### config.mk
export PLATFORM = sky130hd
export DESIGN_NAME = word_packer
export DESIGN_NICKNAME = d
export VERILOG_FILES = /design/src/adc_capture_pkg.sv /design/src/word_packer.sv
export VERILOG_INCLUDE_DIRS = /design/src /design/src/include
export SDC_FILE = /design/constraint.sdc
export NUM_CORES = 1
export LEC_CHECK = 0
export BUFFER_PORTS_ARGS = -buffer_cell sky130_fd_sc_hd__buf_2
export CORE_MARGIN = 5
export CORE_UTILIZATION = 45
export DETAILED_ROUTE_END_ITERATION = 6
export GPL_TIMING_DRIVEN = 0
export PLACE_DENSITY = 0.66
export SLEW_MARGIN = 5
export SYNTH_ARGS = -nofsm -noshare
export SYNTH_HDL_FRONTEND = slang
export SYNTH_SLANG_ARGS = --single-unit
### constraint.sdc
create_clock -name adc_sampleclk -period 2.4 [get_ports adc_sampleclk]
set_input_delay 0.6 -clock adc_sampleclk [delete_from_list [all_inputs] [get_ports adc_sampleclk]]
set_output_delay 0.6 -clock adc_sampleclk [all_outputs]
set_load 0.005 [all_outputs]
### src/include/adc_capture_settings.svh
`ifndef ADC_CAPTURE_SETTINGS_SVH
`define ADC_CAPTURE_SETTINGS_SVH

// sample and word widths
`define ADC_SAMPLE_W      12
`define WORD_W            64

// FIFO depths, powers of two
`define SAMPLE_FIFO_DEPTH 1024
`define WORD_FIFO_DEPTH   64

// counter widths
`define PRESAMPLE_W       10
`define SAMPLE_CNT_W      20
`define DOWNSAMPLE_W      8

`endif

### src/adc_capture_pkg.sv
`default_nettype none
`include "adc_capture_settings.svh"

package adc_capture_pkg;

    typedef logic [`ADC_SAMPLE_W-1:0] sample_t;
    typedef logic [`WORD_W-1:0]       word_t;
    typedef logic [`PRESAMPLE_W-1:0]  presample_cnt_t;
    typedef logic [`SAMPLE_CNT_W-1:0] sample_cnt_t;
    typedef logic [`DOWNSAMPLE_W-1:0] downsample_t;   // samples skipped between kept ones

    typedef enum logic [2:0] {
        ST_IDLE,
        ST_PRESAMP_FILLING,
        ST_PRESAMP_FULL,
        ST_TRIGGERED,
        ST_DONE
    } capture_state_e;

    typedef struct packed {
        presample_cnt_t presamples;
        sample_cnt_t    samples;       // total kept, presamples included
        downsample_t    downsample;
    } capture_cfg_t;

    typedef struct packed {
        logic sample_overflow;
        logic presamp_error;
        logic downsample_error;
    } error_stat_t;

endpackage

`default_nettype wire

### src/word_packer.sv
`default_nettype none
`include "adc_capture_settings.svh"

module word_packer (
    input  wire logic                     adc_sampleclk,
    input  wire logic                     reset,
    input  wire logic                     clear_i,
    input  wire logic                     sample_valid_i,
    input  wire adc_capture_pkg::sample_t sample_i,
    output logic                          word_valid_o,
    output adc_capture_pkg::word_t        word_o
);

    // 16 samples fill 3 words: 6 samples, then 5, then 5
    localparam int SHIFT_W = 6 * `ADC_SAMPLE_W;

    logic [SHIFT_W-1:0]     shift_q;
    logic [SHIFT_W-1:0]     shift_next;
    logic [1:0]             phase_q;   // word position within the 16-sample cycle
    logic [2:0]             cnt_q;     // samples taken in this word
    logic                   word_end;
    adc_capture_pkg::word_t word_win;

    assign shift_next = {shift_q[SHIFT_W-`ADC_SAMPLE_W-1:0], sample_i};
    assign word_end   = (cnt_q == ((phase_q == 2'd0) ? 3'd5 : 3'd4));

    // leftover bits from the previous word sit above the window
    always_comb begin
        case (phase_q)
            2'd0:    word_win = shift_next[71:8];
            2'd1:    word_win = shift_next[67:4];   // 8 bits carried over
            default: word_win = shift_next[63:0];   // 4 bits carried over
        endcase
    end

    always_ff @(posedge adc_sampleclk) begin
        if (reset || clear_i) begin
            phase_q      <= '0;
            cnt_q        <= '0;
            word_valid_o <= 1'b0;
        end else begin
            word_valid_o <= sample_valid_i && word_end;
            if (sample_valid_i) begin
                if (word_end) begin
                    cnt_q   <= '0;
                    phase_q <= (phase_q == 2'd2) ? 2'd0 : phase_q + 1'b1;
                end else begin
                    cnt_q <= cnt_q + 1'b1;
                end
            end
        end
    end

    always_ff @(posedge adc_sampleclk) begin
        if (sample_valid_i) begin
            shift_q <= shift_next;
            if (word_end)
                word_o <= word_win;
        end
    end

endmodule

`default_nettype wire

==> results of run 1 <==
==> cell type report <==
cell class	count	area [µm²]	share of cell area
Multi-Input combinational cell	212	1350	0.205
Clock inverter	14	258	0.0391
Tap cell	143	179	0.0272
Timing Repair Buffer	80	403	0.0612
Buffer	23	119	0.0180
Inverter	1	3.75	0.000570
Clock buffer	18	429	0.0652
Sequential cell	130	3840	0.584
==> state kept, by name, summed over array words and instances (netlist names) <==
name          cells
shift_q          60
cnt_q             3
phase_q           2
word_o           64
word_valid_o      1
==> synth_stat cells <==
cell type / n
ha_1: 1
dfxtp_1: 6
and3b_1: 1
or2_2: 1
xnor2_1: 1
buf_1: 2
clkbuf_1: 10
mux2i_1: 65
a21oi_1: 2
buf_4: 5
nor3_1: 1
buf_6: 1
nor4bb_1: 1
nor3b_1: 1
xor2_1: 1
o21ai_1: 54
nand3_1: 1
and3_1: 1
nand2_1: 65
o21ai_0: 11
or3_1: 1
buf_2: 5
nor3_2: 3
inv_1: 1
edfxtp_1: 124
nand2b_1: 1
==> logic make-up (layout without fill, tap and decap cells) <==
logic type / after synthesis / after routing / synth area share
AO/OA/AOI/OAI: 67 / 67 / 0.0631
XOR/XNOR: 2 / 2 / 0.00329
adder cells (fa/ha/maj): 1 / 1 / 0.00235
buffers and inverters: 24 / 136 / 0.0231
flip-flops: 130 / 130 / 0.723
multiplexers: 65 / 65 / 0.122
AND/OR/NAND/NOR: 77 / 77 / 0.0631
==> routing by layer <==
metal  track usage  part of all wire  wire, µm
met1         0.224              0.45      4900
met2         0.236              0.46      5030
met3        0.0564             0.074       805
met4        0.0587             0.015       168
met5             0                 0         0
==> worst register-to-register path, cell delays in order (launching register included) <==
cell and delay (ns):
dfxtp_1 0.39, buf_2 0.22, buf_1 0.48, o21ai_1 0.25
==> metrics by stage <==
| stage | std cells | TNS (ns) | instance area, µm² | util | power, mW |
|---|---|---|---|---|---|
| floorplan | 366 | 0 | 5320 | - | 2.73 |
| global placement | 589 | -44.69 | 5900 | 0.512 | 2.80 |
| detailed placement | 589 | -16.46 | 5900 | 0.512 | 2.81 |
| CTS | 621 | 0 | 6590 | 0.572 | 5.77 |
| global route | 621 | 0 | 6590 | 0.572 | 5.91 |
| finish | 621 | 0 | 6590 | 0.572 | 5.74 |
==> where the power goes <==
part	switching, mW	total [mW]	internal [mW]
registers	0.0624	2.63	2.57
clock network	0.926	2.98	2.05
logic	0.0744	0.126	0.0517
total	1.06	5.74	4.68
==> worst min path at each step <==
| stage | startpoint | to | depth (start not counted) |
|---|---|---|---|
| 3_3_place_gp | shift_q[35] | shift_q[47] | 0 |
| 5_1_grt | reset | word_valid_o | 2 |
| 2_1_floorplan | shift_q[0] | shift_q[12] | 0 |
| 6_report | reset | word_valid_o | 2 |
| 4_1_cts | reset | word_valid_o | 2 |
| 3_5_place_dp | shift_q[35] | shift_q[47] | 0 |
==> placed cells by master, fill, tap and decap left out <==
cell        instances
dfxtp_1             6
o21ai_1            54
edfxtp_1          124
nor4bb_1            1
nand3_1             1
buf_4               6
nor3b_1             1
nand2_1            65
bufinv_16           7
or2_2               1
buf_1               2
nand2b_1            1
xor2_1              1
clkinv_1            1
buf_6               1
and3b_1             1
ha_1                1
inv_1               1
clkinv_4            1
buf_2              84
mux2i_1            65
a21oi_1             2
nor3_2              3
clkbuf_1           11
nor3_1              1
clkinv_2            2
xnor2_1             1
clkbuf_16          17
clkinvlp_4          1
and3_1              1
inv_6               2
o21ai_0            11
or3_1               1
==> run metrics, run 1 <==
run status=complete, no violations; first-pass GRT wire length=17600 µm; Worst path slowest cell=buf_4; FF-to-FF path depth=3; Post-CTS Resized=0; Layout area overhead=23.9%; hold crit path type=primary input to flop; Pre-Repair DR Iteration Count=5; R2R Path Start=phase_q[1]; vias in the first global route=3268; Max Clk Rate=446 MHz; setup ws final=0.160 ns; WHS=0.358 ns; initial DRC count=250; Synth Area per Inst=14.5 µm²; Yosys top cell by area=edfxtp_1; Synth cell types=26; Die W=119 µm; Buffers on Ports=80; Detail Placement HPWL=6790 µm; Startpoint Class=primary input; Worst VDD drop=520 µV; top-area cell type share of the netlist area=0.700; Core ar.=11500 µm²; first element of the critical path=sample_valid_i; Yosys reg bits=130; Total GRT Usage=0.161; Reg clk slew, reported paths=0.06 ns; worst path bufs/invs=2; antenna violations before repair=0; Leakage=2.21 nW; ant diodes=0; Clock Path Buffers=2; Worst-Skew Late Latency=0.41 ns; Placer Congestion=0.789; row count=39; largest net degree at the start of global routing=69; WL/cell=17.6 µm; Final setup viols=0; Data arrival, critical path=2.29 ns; Die H=119 µm; kind of critical path=primary input to flop; CP delay by family, top=buffers and inverters; Fill cells=947; CTS tree=built; ranking of synthesized cells by area=edfxtp_1 (70%), mux2i_1 (12%), o21ai_1 (5.1%), nand2_1 (4.6%), dfxtp_1 (2.3%); pre-CTS setup slack=-0.253 ns; sequential fraction of the synthesis area=0.723; Tmin final=2.24 ns; fin. max-slew vios=0; CP peak stage delay=0.62 ns; stages on the worst setup path=4; final net count=482; RR Endpoint=word_o[31]; max cap viols=0; fin crit share=0.933; Die ar.=14100 µm²; clock sink count=130; worst-path fanout max=68; Clock Skew=0.00612 ns; Post-Syn Instances=366; YS warnings=0; RSZ-0062 raised after global routing=no; htree depth=4; worst rel slew slack=0.435; layout cell share with drive strength beyond 1=0.262; routed wire length=10900 µm; routed via count=3269; clock buffer count from CTS=17; Cell Area, Synth=5320 µm²; post-route DRC violation count=0; root buffer cell=clkbuf_16; grt total ovfl=0; Top-Level Pins=81; Hold Vio Cnt, Final=0; vias per cell=5.26; DRT antenna net count=0; Mapped Nets=383; pwr dens=871 nW/µm²; CP endpoint=word_o[10]; initial core utilization=0.462; crit-path cells=buf_4, and3b_1, and3_1, buf_6; Post-CTS Setup Inserts=0; nature of the critical path endpoint=flop; Worst Max-Slew Pin Slew=0.848 ns; CTS Hold Buffers Added=0; R2R Setup Slk=0.75 ns; Critical Path RT=2.44 ns
Note: power is estimated with default switching activity, not from simulation.
==> run 2: changes to the inputs <==
- CORE_ASPECT_RATIO: unset -> 0.8
==> run 2 against run 1 <==
Register-to-register slack got worse by 0.02 ns. Largest power group is now sequential cells. Clock skew rose by 0.0024 ns. Global-route usage about the same. Routed wire length up 1.0%. Maximum frequency increased by 1.5%. Clock power decreased by 29%. Hold slack worse by 0.0035 ns. Critical path type unchanged. Utilization decreased by 2.0 points. Flip-flop and latch count unchanged. Sequential power hardly changed.
==> run metrics, run 2 (synthesized netlist as in run 1, its figures left out) <==
run status=complete, no violations (unchanged); Detail Placement HPWL=6880 µm (was 6790 µm); top flop regs=word_o (64), shift_q (60), cnt_q (3) (unchanged); Startpoint Class=primary input (unchanged); max FFs per register=64 (unchanged); net switching fraction of the power=0.205 (was 0.185); fin. max-slew vios=0 (unchanged); post-route DRC violation count=0 (unchanged); Util after Layout=0.552 (was 0.572); largest net degree at the start of global routing=69 (unchanged); most common cell after layout, fill and taps aside=edfxtp_1 (unchanged); Placement Cell Area=5910 µm² (was 5900 µm²); Tmin final=2.21 ns (was 2.24 ns); Clock Skew=0.00850 ns (was 0.00612 ns); hold crit path type=primary input to flop (unchanged); FF-to-FF path depth=3 (unchanged); CTS Hold Buffers Added=0 (unchanged); Worst-Skew Late Latency=0.41 ns (about the same); antenna violations before repair=0 (unchanged); part of the power in registers=0.539 (was 0.459); routed via count=3230 (was 3269); Largest Register=word_o (unchanged); vias in the first global route=3310 (was 3268); pwr dens=767 nW/µm² (was 871 nW/µm²); WL/cell=17.7 µm (was 17.6 µm); internal power=3.89 mW (was 4.68 mW); Post-CTS Resized=0 (unchanged); first-pass GRT wire length=17600 µm (about the same); clock buffer count from CTS=17 (unchanged); Die ar.=14100 µm² (about the same); Clock Path Buffers=2 (unchanged); grt total ovfl=0 (unchanged); Max Clk Rate=453 MHz (was 446 MHz); Pre-Repair DR Iteration Count=4 (was 5); Layout area overhead=20.1% (was 23.9%); nature of the critical path endpoint=flop (unchanged); design area=6390 µm² (was 6590 µm²); Final setup viols=0 (unchanged); RSZ-0062 raised after global routing=no (unchanged); Reg clk slew, reported paths=0.05 ns (was 0.06 ns); Top-Level Pins=81 (unchanged); Data arrival, critical path=2.25 ns (was 2.29 ns); Core ar.=11600 µm² (was 11500 µm²); most frequent cells in the layout=edfxtp_1 (124), buf_2 (84), mux2i_1 (65), nand2_1 (65), o21ai_1 (54) (unchanged); Leakage=2.12 nW (was 2.21 nW); worst-path fanout max=68 (unchanged); Hold Crit Depth=2 (unchanged); layout cell share with drive strength beyond 1=0.246 (was 0.262); initial DRC count=252 (was 250); Total GRT Usage=0.162 (was 0.161); Worst Max-Slew Pin Slew=0.828 ns (was 0.848 ns); htree depth=4 (unchanged); Worst VDD drop=447 µV (was 520 µV); Placer Congestion=0.774 (was 0.789); CTS tree=built (unchanged); final net count=482 (unchanged); Die H=107 µm (was 119 µm); max cap viols=0 (unchanged); Buffers on Ports=80 (unchanged); Hold Vio Cnt, Final=0 (unchanged); row count=35 (was 39); clock power share=0.436 (was 0.519); kind of critical path=primary input to flop (unchanged); vias per cell=5.18 (was 5.26); Reg area=3840 µm² (unchanged); Die W=132 µm (was 119 µm); ant diodes=0 (unchanged); Critical Path RT=2.44 ns (about the same); fin crit share=0.920 (was 0.933); Net Sw Power=1.00 mW (was 1.06 mW); Post-CTS Setup Inserts=0 (unchanged); pre-CTS setup slack=-0.241 ns (was -0.253 ns); clock sink count=130 (unchanged); combinational share of power=0.026 (was 0.022); routed wire length=11000 µm (was 10900 µm); total power=4.90 mW (was 5.74 mW); Fill cells=992 (was 947); DRT antenna net count=0 (unchanged); root buffer cell=clkbuf_16 (unchanged); initial core utilization=0.460 (was 0.462); multi-input logic area=1350 µm² (unchanged); setup ws final=0.192 ns (was 0.160 ns); worst rel slew slack=0.448 (was 0.435)
[run 2: cell count changes in the layout (fill, tap and decap cells not counted)]
cell / delta
inv_6: -2
clkinv_4: -1
clkinv_1: +6
clkinvlp_4: -1
clkinv_2: +3
bufinv_16: -7
[run 2: critical path, cell delays in order]
cell     delay (ns)
buf_4          0.62
and3b_1        0.29
and3_1         0.17
buf_6          0.46
[run 2: path summary, 6_finish.rpt]
kind,from,end,slack [ns]
max,sample_valid_i,word_o[39],0.19
max reg2reg,phase_q[1],word_o[36],0.73
min reg2reg,shift_q[28],shift_q[40],0.50
min,reset,word_valid_o,0.35
[run 2: power by group through the flow]
stage | combinational, mW | clock [mW] | sequential [mW]
floorplan | 0.0675 | 0 | 2.66
global placement | 0.121 | 0 | 2.68
detailed placement | 0.126 | 0 | 2.68
CTS | 0.126 | 2.16 | 2.64
global route | 0.141 | 2.28 | 2.65
finish | 0.125 | 2.13 | 2.64
[run 2: area by class of cell]
cell class                 count  area share
tap                          148      0.0290
buffer                        23      0.0186
multi-input combinational    212       0.212
timing repair buffer          80      0.0631
clock buffer                  18      0.0672
sequential                   130       0.602
inverter                       1    0.000588
clock inverter                12     0.00803
[run 2: per-layer routing]
| metal | global-route usage | part of all wire | wire length (µm) | vias to the layer above |
|---|---|---|---|---|
| li1 | - | - | - | 1563 |
| met1 | 0.225 | 0.47 | 5220 | 1546 |
| met2 | 0.236 | 0.44 | 4860 | 116 |
| met3 | 0.0638 | 0.079 | 872 | 5 |
| met4 | 0.0463 | 0.0064 | 71 | 0 |
| met5 | 0 | 0 | 0 | - |
[run 2: metrics by stage]
stage,setup TNS (ns),hold WS [ns],cells
floorplan,0,0.473,366
global placement,-45.83,0.492,594
detailed placement,-15.70,0.490,594
CTS,0,0.340,624
global route,0,0.340,624
finish,0,0.354,624
==> run 3: changes to the inputs <==
- PLACE_DENSITY: 0.66 -> 0.67
==> run 3 against run 2 <==
Hold slack lost 0.00089 ns. Highest routed layer unchanged. Clock power grew 5%. Largest cell class unchanged. Power grew 2.2%. Via count up 2.2%. Largest power group unchanged. Non-clock buffer count unchanged. Utilization increased by 0.22 points. Critical path depth is the same. Combinational power is essentially flat.
==> run metrics, run 3 (synthesized netlist as in run 1, its figures left out) <==
Hold Vio Cnt, Final=0 (unchanged); routed via count=3300 (was 3230); Inst Count DP=594 (unchanged); first element of the critical path=sample_valid_i (unchanged); run status=complete, no violations (unchanged); RR Endpoint=word_o[50] (was word_o[36]); hold crit path type=primary input to flop (unchanged); kind of critical path=primary input to flop (unchanged); Clock Path Buffers=2 (unchanged); DR top layer=met4 (unchanged); grt total ovfl=0 (unchanged); Startpoint Class=primary input (unchanged); Post-CTS Resized=0 (unchanged); Data arrival, critical path=2.28 ns (was 2.25 ns); routed wire length=11000 µm (about the same); non-filler instance count after layout=624 (unchanged); Placer Congestion=0.783 (was 0.774); Core ar.=11600 µm² (unchanged); FF-to-FF path depth=4 (was 3); Util after Layout=0.555 (was 0.552); Clock Skew=0.00687 ns (was 0.00850 ns); CTS tree=built (unchanged); max cap viols=0 (unchanged); RSZ-0062 raised after global routing=no (unchanged); met3 routed wirelength=1000 µm (was 872 µm); initial DRC count=373 (was 252); Die H=107 µm (unchanged); Reg clk slew, reported paths=0.05 ns (about the same); most common cell after layout, fill and taps aside=edfxtp_1 (unchanged); clock sink count=130 (unchanged); WL/cell=17.7 µm (about the same); largest net degree at the start of global routing=69 (unchanged); final net count=482 (unchanged); max FFs per register=64 (unchanged); first-pass GRT wire length=17800 µm (was 17600 µm); CTS Hold Buffers Added=0 (unchanged); Top-Level Pins=81 (unchanged); worst rel slew slack=0.436 (was 0.448); Tmin final=2.24 ns (was 2.21 ns); Worst VDD drop=531 µV (was 447 µV); vias per cell=5.29 (was 5.18); pwr dens=780 nW/µm² (was 767 nW/µm²); Max Clk Rate=447 MHz (was 453 MHz); htree depth=4 (unchanged); R2R Setup Slk=0.75 ns (was 0.73 ns); post-route DRC violation count=0 (unchanged); Layout area overhead=20.6% (was 20.1%); Buffers on Ports=80 (unchanged); CP endpoint=word_o[10] (was word_o[39]); initial core utilization=0.460 (unchanged); Largest Register=word_o (unchanged); antenna violations before repair=0 (unchanged); vias in the first global route=3295 (was 3310); met2 wire len=4770 µm (was 4860 µm); TNS Setup=0 ns (unchanged); Die W=132 µm (unchanged); ant diodes=0 (unchanged); most frequent cells in the layout=edfxtp_1 (124), buf_2 (84), mux2i_1 (65), nand2_1 (65), o21ai_1 (54) (unchanged); Leakage=2.13 nW (was 2.12 nW); Worst Max-Slew Pin Slew=0.845 ns (was 0.828 ns); Pre-Repair DR Iteration Count=5 (was 4); root buffer cell=clkbuf_16 (unchanged); Critical Path RT=2.44 ns (about the same); Post-CTS Setup Inserts=0 (unchanged); Detail Placement HPWL=6950 µm (was 6880 µm); row count=35 (unchanged); fin crit share=0.932 (was 0.920); Worst-Skew Late Latency=0.41 ns (about the same); WHS=0.353 ns (was 0.354 ns); layout cell share with drive strength beyond 1=0.246 (unchanged); hold path start=reset (unchanged); clock buffer count from CTS=17 (unchanged); R2R Path Start=phase_q[1] (unchanged); top flop regs=word_o (64), shift_q (60), cnt_q (3) (unchanged); Die ar.=14100 µm² (unchanged); nature of the critical path endpoint=flop (unchanged); fin. max-slew vios=0 (unchanged); Final setup viols=0 (unchanged); DRT antenna net count=0 (unchanged); WL met1=5140 µm (was 5220 µm); worst-path fanout max=68 (unchanged); Total GRT Usage=0.162 (about the same)
==> run 3: changes by cell type in the layout (fill, tap and decap cells not counted) <==
cell	before	now
bufinv_16	0	1
clkbuf_1	11	12
clkinv_1	7	6
clkinv_2	5	4
==> run 3: critical path, cell delays in order <==
cell     delay [ns]
buf_4          0.62
and3b_1        0.30
and3_1         0.17
buf_6          0.49
==> run 3: stage by stage <==
step | cell area [µm²] | total power, mW | setup slack, ns
4_1_cts | 6410 | 5.04 | 0.176
3_3_place_gp | 5900 | 2.80 | -0.694
2_1_floorplan | 5320 | 2.73 | 0.741
6_report | 6410 | 5.00 | 0.163
3_5_place_dp | 5910 | 2.81 | -0.262
5_1_grt | 6410 | 5.17 | 0.0704
==> run 3: worst min path at each step <==
stage	end	cells after the start
3_3_place_gp	shift_q[24]	0
3_5_place_dp	shift_q[52]	0
2_1_floorplan	shift_q[12]	0
4_1_cts	word_valid_o	2
5_1_grt	word_valid_o	2
6_report	word_valid_o	2
==> run 3: layout make-up <==
class | count | area (µm²)
fillers | 974 | 5150
clock inverters | 11 | 72.6
clock buffers | 19 | 433
multi-input cells | 212 | 1350
flip-flops and latches | 130 | 3840
well taps | 148 | 185
repair buffers | 80 | 403
inverters | 1 | 3.75
plain buffers | 23 | 119
==> run 3: layer usage <==
layer | global-route usage | vias to the layer above
li1 | - | 1559
met1 | 0.228 | 1580
met2 | 0.235 | 147
met3 | 0.0586 | 14
met4 | 0.0529 | 0
met5 | 0 | -
==> run 3: report_power, final <==
part | switching (mW) | internal (mW) | leakage, nW | total [mW]
Clock | 0.864 | 1.38 | 0.251 | 2.24
Combinational | 0.0739 | 0.0516 | 0.667 | 0.126
Sequential | 0.0626 | 2.57 | 1.21 | 2.64
